[config.mk]
export PLATFORM = sky130hd
export DESIGN_NAME = st7735_top
export DESIGN_NICKNAME = d
export VERILOG_FILES = /design/src/logic/st7735_pkg.sv /design/src/logic/init_script_rom.sv /design/src/logic/panel_sequencer.sv /design/src/logic/spi_word_shifter.sv /design/src/logic/st7735_top.sv
export SDC_FILE = /design/constraint.sdc
export NUM_CORES = 1
export LEC_CHECK = 0
export BUFFER_PORTS_ARGS = -buffer_cell sky130_fd_sc_hd__buf_2
export CAP_MARGIN = 20
export CORE_UTILIZATION = 40
export DETAILED_ROUTE_END_ITERATION = 8
export PLACE_DENSITY = 0.53
export SETUP_SLACK_MARGIN = 0.4
export SYNTH_ARGS = -nofsm -noshare
export SYNTH_HDL_FRONTEND = slang
export SYNTH_SLANG_ARGS = --single-unit
[constraint.sdc]
create_clock -name clk_main -period 6.85 [get_ports clk_main]
set_input_delay 0.685 -clock clk_main [delete_from_list [all_inputs] [get_ports clk_main]]
set_output_delay 0.685 -clock clk_main [all_outputs]
set_load 0.03 [all_outputs]
[src/logic/st7735_pkg.sv]
/* panel opcodes, wait codes, sequencer states and the word structs
   shared by the ST7735 controller */
package st7735_pkg;

   typedef enum logic [7:0] {
      SWRESET = 8'h01,
      SLPOUT  = 8'h11,
      INVCTR  = 8'hB4,
      PWCTR1  = 8'hC0,
      PWCTR4  = 8'hC3,
      PWCTR5  = 8'hC4,
      VMCTR1  = 8'hC5,
      INVOFF  = 8'h20,
      MADCTL  = 8'h36,
      COLMOD  = 8'h3A,
      CASET   = 8'h2A,
      RASET   = 8'h2B,
      NORON   = 8'h13,
      DISPON  = 8'h29,
      RAMWR   = 8'h2C
   } cmd_e;

   // wait after a script entry, in 10 ms units
   typedef enum logic [2:0] {
      WAIT_NONE,
      WAIT_10MS,
      WAIT_100MS,
      WAIT_150MS,
      WAIT_500MS
   } wait_e;

   function automatic int unsigned wait_units(wait_e w);
      case (w)
         WAIT_10MS:  return 1;
         WAIT_100MS: return 10;
         WAIT_150MS: return 15;
         WAIT_500MS: return 50;
         default:    return 0;
      endcase
   endfunction

   typedef enum logic [2:0] {
      FETCH,
      SEND,
      WAIT,
      CLEAR,
      WAIT_PIXEL,
      PIXEL
   } seq_state_e;

   typedef logic [5:0]  script_idx_t;
   typedef logic [15:0] pixel_t; // rgb565

   typedef struct packed {
      logic [7:0] value;
      logic       is_data;
      wait_e      wait_after;
   } script_entry_t;

   typedef struct packed {
      logic [15:0] data;
      logic        is_data; // level on d_c
      logic        wide;    // 16 bit word, else 8
   } spi_word_t;

   localparam int          SCRIPT_LEN = 34;
   localparam script_idx_t WINDOW_IDX = 6'd21; // CASET, frame loop restarts here
   localparam script_idx_t RAMWR_IDX  = 6'd33;

endpackage

[src/logic/init_script_rom.sv]
/* init_script_rom: panel power-up script as a combinational table */
`timescale 1ns/1ns

module init_script_rom #(
   parameter int WIDTH  = 160,
   parameter int HEIGHT = 80
) (
   input  st7735_pkg::script_idx_t   script_idx,
   output st7735_pkg::script_entry_t entry
);
   import st7735_pkg::*;

   function automatic script_entry_t op(cmd_e c, wait_e w);
      return '{value: c, is_data: 1'b0, wait_after: w};
   endfunction

   function automatic script_entry_t prm(logic [7:0] v);
      return '{value: v, is_data: 1'b1, wait_after: WAIT_NONE};
   endfunction

   always_comb begin
      case (script_idx)
         6'd0:    entry = op(SWRESET, WAIT_150MS);
         6'd1:    entry = op(SLPOUT, WAIT_500MS);
         6'd2:    entry = op(INVCTR, WAIT_NONE);
         6'd3:    entry = prm(8'h07);   // normal mode
         6'd4:    entry = op(PWCTR1, WAIT_NONE);
         6'd5:    entry = prm(8'h82);
         6'd6:    entry = prm(8'h02);
         6'd7:    entry = prm(8'h84);
         6'd8:    entry = op(PWCTR4, WAIT_NONE);
         6'd9:    entry = prm(8'h8A);
         6'd10:   entry = prm(8'h2E);
         6'd11:   entry = op(PWCTR5, WAIT_NONE);
         6'd12:   entry = prm(8'h8A);
         6'd13:   entry = prm(8'hAA);
         6'd14:   entry = op(VMCTR1, WAIT_NONE);
         6'd15:   entry = prm(8'h0E);
         6'd16:   entry = op(INVOFF, WAIT_NONE);
         6'd17:   entry = op(MADCTL, WAIT_NONE);
         6'd18:   entry = prm(8'hC8);
         6'd19:   entry = op(COLMOD, WAIT_NONE);
         6'd20:   entry = prm(8'h05);   // 16 bit colour
         // columns run over the short side, visible area starts at 2
         6'd21:   entry = op(CASET, WAIT_NONE);
         6'd22:   entry = prm(8'h00);
         6'd23:   entry = prm(8'h02);
         6'd24:   entry = prm(8'h00);
         6'd25:   entry = prm(8'(HEIGHT));
         // rows start at 3
         6'd26:   entry = op(RASET, WAIT_NONE);
         6'd27:   entry = prm(8'h00);
         6'd28:   entry = prm(8'h03);
         6'd29:   entry = prm(8'h00);
         6'd30:   entry = prm(8'(WIDTH));
         6'd31:   entry = op(NORON, WAIT_10MS);
         6'd32:   entry = op(DISPON, WAIT_100MS);
         6'd33:   entry = op(RAMWR, WAIT_NONE);
         default: entry = op(RAMWR, WAIT_NONE);
      endcase
   end

endmodule

[src/logic/panel_sequencer.sv]
/* panel_sequencer: script walk, wait timer, memory clear, frame loop
   and the single-entry pixel buffer */
`timescale 1ns/1ns

module panel_sequencer #(
   parameter int WIDTH          = 160,
   parameter int HEIGHT         = 80,
   parameter int MEM_SIDE       = 160,
   parameter int TICKS_PER_10MS = 120000
) (
   input  logic                      clk_main,
   input  logic                      rst_n,
   input  st7735_pkg::script_entry_t entry,
   input  logic                      word_ready,
   input  st7735_pkg::pixel_t        pixel_write,
   input  logic                      wr_en,
   output st7735_pkg::script_idx_t   script_idx,
   output st7735_pkg::spi_word_t     word,
   output logic                      word_valid,
   output logic                      buffer_free,
   output logic                      is_init
);
   import st7735_pkg::*;

   localparam int CLR_WORDS = MEM_SIDE * MEM_SIDE;
   localparam int PIX_WORDS = WIDTH * HEIGHT;
   localparam int CLR_W     = $clog2(CLR_WORDS + 1);
   localparam int PIX_W     = $clog2(PIX_WORDS + 1);
   localparam script_idx_t RASET_END = RAMWR_IDX - 6'd3; // last RASET parameter

   seq_state_e  state;
   logic [31:0] wait_cnt;
   logic [CLR_W-1:0] clear_cnt;
   logic [PIX_W-1:0] pix_cnt;
   pixel_t      pix_buf;
   script_idx_t next_idx;
   logic        accept;
   logic        take;

   assign accept = word_valid && word_ready;
   assign take   = (state == WAIT_PIXEL) && !buffer_free;

   // frames skip NORON and DISPON
   assign next_idx = (is_init && script_idx == RASET_END) ? RAMWR_IDX : script_idx + 6'd1;

   always_ff @(posedge clk_main) begin
      if (!rst_n) begin
         buffer_free <= 1'b1;
      end else if (wr_en && buffer_free) begin
         pix_buf     <= pixel_write;
         buffer_free <= 1'b0;
      end else if (take) begin
         buffer_free <= 1'b1;
      end
   end

   always_ff @(posedge clk_main) begin
      if (!rst_n) begin
         state      <= FETCH;
         script_idx <= '0;
         word_valid <= 1'b0;
         is_init    <= 1'b0;
         wait_cnt   <= '0;
         clear_cnt  <= '0;
         pix_cnt    <= '0;
      end else begin
         case (state)
            FETCH: begin
               word       <= '{data: {8'h00, entry.value}, is_data: entry.is_data, wide: 1'b0};
               word_valid <= 1'b1;
               state      <= SEND;
            end
            SEND: begin
               if (accept) begin
                  word_valid <= 1'b0;
                  if (wait_units(entry.wait_after) != 0) begin
                     wait_cnt <= 32'(wait_units(entry.wait_after) * TICKS_PER_10MS) - 32'd1;
                     state    <= WAIT;
                  end else if (script_idx == RAMWR_IDX && !is_init) begin
                     word       <= '{data: 16'h0000, is_data: 1'b1, wide: 1'b1}; // black
                     word_valid <= 1'b1;
                     clear_cnt  <= '0;
                     state      <= CLEAR;
                  end else if (script_idx == RAMWR_IDX) begin
                     pix_cnt <= '0;
                     state   <= WAIT_PIXEL;
                  end else begin
                     script_idx <= next_idx;
                     state      <= FETCH;
                  end
               end
            end
            WAIT: begin
               if (wait_cnt == 32'd0) begin
                  script_idx <= next_idx;
                  state      <= FETCH;
               end else begin
                  wait_cnt <= wait_cnt - 32'd1;
               end
            end
            CLEAR: begin
               // word_valid stays up, the shifter paces the clear
               if (accept) begin
                  if (clear_cnt == CLR_W'(CLR_WORDS - 1)) begin
                     word_valid <= 1'b0;
                     is_init    <= 1'b1;
                     script_idx <= WINDOW_IDX;
                     state      <= FETCH;
                  end else begin
                     clear_cnt <= clear_cnt + 1'b1;
                  end
               end
            end
            WAIT_PIXEL: begin
               if (take) begin
                  word       <= '{data: pix_buf, is_data: 1'b1, wide: 1'b1};
                  word_valid <= 1'b1;
                  state      <= PIXEL;
               end
            end
            PIXEL: begin
               if (accept) begin
                  word_valid <= 1'b0;
                  if (pix_cnt == PIX_W'(PIX_WORDS - 1)) begin
                     script_idx <= WINDOW_IDX; // next frame
                     state      <= FETCH;
                  end else begin
                     pix_cnt <= pix_cnt + 1'b1;
                     state   <= WAIT_PIXEL;
                  end
               end
            end
            default: state <= FETCH;
         endcase
      end
   end

   a_init_sticky: assert property (@(posedge clk_main) disable iff (!rst_n)
      is_init |=> is_init);

   a_word_held: assert property (@(posedge clk_main) disable iff (!rst_n)
      word_valid && !word_ready |=> word_valid && $stable(word));

   a_idx_range: assert property (@(posedge clk_main) disable iff (!rst_n)
      script_idx < SCRIPT_LEN);

endmodule

[src/logic/spi_word_shifter.sv]
/* spi_word_shifter: serialises 8 or 16 bit words, msb first, with a
   divided clock that idles high */
`timescale 1ns/1ns

module spi_word_shifter #(
   parameter int SCLK_HALF_CYCLES = 1
) (
   input  logic                  clk_main,
   input  logic                  rst_n,
   input  st7735_pkg::spi_word_t word,
   input  logic                  word_valid,
   output logic                  word_ready,
   output logic                  spi_clk,
   output logic                  spi_mosi,
   output logic                  spi_d_c,
   output logic                  spi_ss
);
   import st7735_pkg::*;

   localparam int DIV_W = (SCLK_HALF_CYCLES > 1) ? $clog2(SCLK_HALF_CYCLES) : 1;

   logic [DIV_W-1:0] div_cnt;
   logic [3:0]       bit_cnt;  // bits left after the current one
   logic [15:0]      shreg;
   logic [15:0]      aligned;
   logic             busy;
   logic             accept;
   logic             half_done;

   assign accept    = word_valid && word_ready;
   assign half_done = (div_cnt == DIV_W'(SCLK_HALF_CYCLES - 1));
   assign aligned   = word.wide ? word.data : {word.data[7:0], 8'h00}; // byte goes out on top

   always_ff @(posedge clk_main) begin
      if (!rst_n) begin
         busy       <= 1'b0;
         word_ready <= 1'b0;
         spi_ss     <= 1'b1;
         spi_clk    <= 1'b1;
         spi_mosi   <= 1'b0;
         spi_d_c    <= 1'b1;
         div_cnt    <= '0;
         bit_cnt    <= '0;
      end else if (accept) begin
         busy       <= 1'b1;
         word_ready <= 1'b0;
         spi_ss     <= 1'b0;
         spi_clk    <= 1'b0;       // first falling edge puts out the msb
         spi_mosi   <= aligned[15];
         spi_d_c    <= word.is_data;
         div_cnt    <= '0;
         bit_cnt    <= word.wide ? 4'd15 : 4'd7;
      end else if (busy) begin
         if (half_done) begin
            div_cnt <= '0;
            if (!spi_clk) begin
               spi_clk <= 1'b1;    // panel samples here
            end else if (bit_cnt == 4'd0) begin
               busy   <= 1'b0;
               spi_ss <= 1'b1;
            end else begin
               spi_clk  <= 1'b0;
               spi_mosi <= shreg[14];
               bit_cnt  <= bit_cnt - 4'd1;
            end
         end else begin
            div_cnt <= div_cnt + 1'b1;
         end
      end else begin
         word_ready <= 1'b1;       // one idle cycle with ss high
      end
   end

   always_ff @(posedge clk_main) begin
      if (accept) begin
         shreg <= aligned;
      end else if (busy && half_done && spi_clk && bit_cnt != 4'd0) begin
         shreg <= {shreg[14:0], 1'b0};
      end
   end

   a_clk_framed: assert property (@(posedge clk_main) disable iff (!rst_n)
      $changed(spi_clk) |-> !spi_ss);

   a_no_overlap: assert property (@(posedge clk_main) disable iff (!rst_n)
      accept |=> (!word_ready until_with spi_ss));

endmodule

[src/logic/st7735_top.sv]
/* st7735_top: script table, sequencer and SPI shifter for the
   ST7735 panel controller */
`timescale 1ns/1ns

module st7735_top #(
   parameter int WIDTH            = 160,
   parameter int HEIGHT           = 80,
   parameter int MEM_SIDE         = 160,
   parameter int TICKS_PER_10MS   = 120000,
   parameter int SCLK_HALF_CYCLES = 1
) (
   input  logic               clk_main,
   input  logic               rst_n,
   input  st7735_pkg::pixel_t pixel_write,
   input  logic               wr_en,
   output logic               buffer_free,
   output logic               is_init,
   output logic               spi_clk,
   output logic               spi_mosi,
   output logic               spi_d_c,
   output logic               spi_ss
);
   import st7735_pkg::*;

   script_idx_t   script_idx;
   script_entry_t entry;
   spi_word_t     word;
   logic          word_valid;
   logic          word_ready;

   init_script_rom #(
      .WIDTH (WIDTH),
      .HEIGHT(HEIGHT)
   ) u_rom (
      .script_idx(script_idx),
      .entry     (entry)
   );

   panel_sequencer #(
      .WIDTH         (WIDTH),
      .HEIGHT        (HEIGHT),
      .MEM_SIDE      (MEM_SIDE),
      .TICKS_PER_10MS(TICKS_PER_10MS)
   ) u_seq (
      .clk_main   (clk_main),
      .rst_n      (rst_n),
      .entry      (entry),
      .word_ready (word_ready),
      .pixel_write(pixel_write),
      .wr_en      (wr_en),
      .script_idx (script_idx),
      .word       (word),
      .word_valid (word_valid),
      .buffer_free(buffer_free),
      .is_init    (is_init)
   );

   spi_word_shifter #(
      .SCLK_HALF_CYCLES(SCLK_HALF_CYCLES)
   ) u_spi (
      .clk_main  (clk_main),
      .rst_n     (rst_n),
      .word      (word),
      .word_valid(word_valid),
      .word_ready(word_ready),
      .spi_clk   (spi_clk),
      .spi_mosi  (spi_mosi),
      .spi_d_c   (spi_d_c),
      .spi_ss    (spi_ss)
   );

endmodule

==> metrics.csv <==
metric,value,unit
cts_hold_buf,0,
synth-simple-area-share,0.238,
drive_gt1_frac,0.0883,
setup_viol,0,
slew_violations,0,
regToRegSetupSlack,1.11,ns
synth_top_area_frac,0.216,
netlist_top_cells_area,"dfxtp_1 22%, edfxtp_1 17%, ha_1 8.8%",
clock.fmax,174,MHz
wl_per_cell,15.7,um
arrival,6.10,ns
vias_per_cell,5.54,
initial_utilization,0.413,
netlist_instances,1013,
overflow,0,
ys_seq_elements,144,
max_slew.worst_pin.slew,0.886,ns
insertedDiodeCount,0,
skew,0.0129,ns
cts-buffers-inserted,17,
syn_area,8790,um2
place_congestion,0.845,
max-cap-violations,0,
synth_fa_ha_area_frac,0.0928,
cts_tree,built,
worstSetupEndpointType,flop,
die_w,150,um
synthTopCellsByCount,"109 x nand2_1, 95 x dfxtp_1, 82 x nor2_1, 73 x o21ai_0, 62 x ha_1",
grt.total_usage,0.189,
async_flop_share,0,
drc,0,
yosysSeqAreaShare,0.384,
synth_top_flop_cell,dfxtp_1,
fp.dieArea,22600,um2
yosysMostFrequentCell,nand2_1,
synth_top_family_by_area,simple AND/OR/NAND/NOR gates,
outcome,"finished, final reports clean",
rsz0062_at_grt,no,
wl,20500,um
n_fill_cell,2119,
syn_avg_cell_area,8.68,um2
cts_setup_buffers,0,
nNetsFinal,1101,
grt_pass1_vias,6616,
synth_top_cell_by_area,dfxtp_1,
grt_pass1_wl,33900,um
cp.required,7.20,ns
clkTransAtPathRegs,0.07,ns
seq_area,3370,um2
synth_warnings,0,
synth_xor_area_frac,0.0518,
vias,7239,
fin_tns_setup,0,ns
firstDrtPassIters,5,
core-area,21300,um2
row_count,53,
htreeDepth,4,
clock_latency,0.42,ns
io_pins,25,
path_class,flop to flop,
synth-compound-area-share,0.174,
hold_class,primary input to flop,
post-route-period-util,0.839,
cp_max_fo,13,
cts_sinks,144,
antenna_left,0,
areaGrowthSynthToFinish,10.6,%
multiInputGateArea,5090,um2
cts-root-buf,clkbuf_16,
syn_nets,1096,
hpwl,14300,um
synth_edf_count,49,
slew_headroom,0.408,
io_buffers,24,
antenna_found_initial,0,
grt_max_degree,42,
cts_resized,0,
die_h,150,um
cts.path.max_buffers,2,
drt_iter0_markers,539,
period_minus_slack,5.74,ns
synthMuxAreaShare,0.0199,
cp-start-kind,flop,
synth.distinct_cells,82,
hold_viol,0,
-- state kept, by name (all words and copies together), names as in the netlist --
| name | count |
|---|---|
| u_spi.busy | 1 |
| u_seq.clear_cnt | 15 |
| u_spi.word_ready | 1 |
| u_seq.buffer_free | 1 |
| u_seq.word_valid | 1 |
| u_spi.spi_mosi | 1 |
| u_spi.spi_clk | 1 |
| u_spi.spi_d_c | 1 |
| u_seq.pix_cnt | 14 |
| u_seq.word | 18 |
| u_spi.spi_ss | 1 |
| u_seq.pix_buf | 16 |
| u_seq.state | 3 |
| u_rom.entry | 12 |
| u_seq.is_init | 1 |
| u_seq.wait_cnt | 32 |
| u_spi.shreg | 15 |
| u_seq.script_idx | 6 |
| u_spi.bit_cnt | 4 |
-- per-layer routing --
layer / global-route usage / share of wire / vias up
li1: - / - / 3708
met1: 0.283 / 0.53 / 3392
met2: 0.278 / 0.43 / 116
met3: 0.0261 / 0.028 / 23
met4: 0.0576 / 0.013 / 0
met5: 0 / 0 / -
-- path summary, 6_finish.rpt --
| kind | start | end | cells after the start |
|---|---|---|---|
| max | u_rom.entry[0] | u_seq.wait_cnt[30] | 17 |
| min | pixel_write[6] | u_seq.pix_buf[6] | 1 |
| max reg2reg | u_rom.entry[0] | u_seq.wait_cnt[30] | 17 |
| min reg2reg | u_seq.word_valid | u_seq.word_valid | 2 |
-- metrics by stage --
step	area, um2	cells	setup WS (ns)	hold WS [ns]	utilization
2_1_floorplan	8790	1013	1.79	0.433	-
4_1_cts	9720	1305	1.05	0.412	0.457
3_5_place_dp	9150	1273	1.10	0.470	0.430
3_3_place_gp	9150	1273	1.17	0.457	0.430
5_1_grt	9730	1306	0.642	0.411	0.457
6_report	9730	1306	1.11	0.431	0.457
-- critical path: stages (launching register included) --
cell	delay (ns)
dfxtp_1	0.43
nand3b_1	0.39
ha_1	0.42
or4b_1	0.65
inv_1	0.23
ha_1	0.27
ha_1	0.28
ha_1	0.32
ha_1	0.33
a21o_1	0.18
a21oi_1	0.41
a221o_1	0.25
nand2_1	0.18
xor2_1	0.22
or3_1	0.38
nor3_1	0.27
nand3_1	0.23
a31oi_1	0.23
-- layout make-up --
class	count	area share
tap	275	0.0354
timing repair buffer	34	0.0201
inverter	41	0.0160
multi-input combinational	780	0.523
clock inverter	14	0.0120
sequential	144	0.347
clock buffer	18	0.0463
-- kinds of logic (layout without fill, tap and decap cells) --
group	Yosys count	in the layout
AOI/OAI and AO/OA	242	242
other	1	1
muxes	17	17
xor gates and xnor gates	52	52
and+or+nand+nor	404	404
adders and majority gates	64	64
buffers and inverters	89	107
DFF	144	144
-- cells in the final DEF (no fill, tap or decap), types with 6 or more instances in the layout --
cell       synthesis  routed
o21ai_0           73      73
clkbuf_16          0      18
xor2_1            25      25
nor3_1            37      36
nor2b_1           14      14
edfxtp_1          49      49
and3_1            14      14
a21oi_1           61      61
or3_1             17      17
o22ai_1            6       6
ha_1              62      62
a21o_1             6       6
inv_1             40      40
nand2_1          109     109
or4_1              6       6
nor2_1            82      82
buf_4              0      10
nand4_1           21      21
o21a_1             7       7
dfxtp_1           95      95
nand3_1           33      33
buf_2              6      24
and2_1            13      13
inv_6              0       6
a31oi_1           13      13
a211oi_1          17      17
nor4_1            13      13
mux2i_1           13      13
nand2b_1          12      12
xnor2_1           27      27
o211ai_1           6       6
a22o_1             9       9
Power is left out: the tool's default activity adds up to more than one toggle a clock period on the data nets, which glitch-free logic cannot reach.
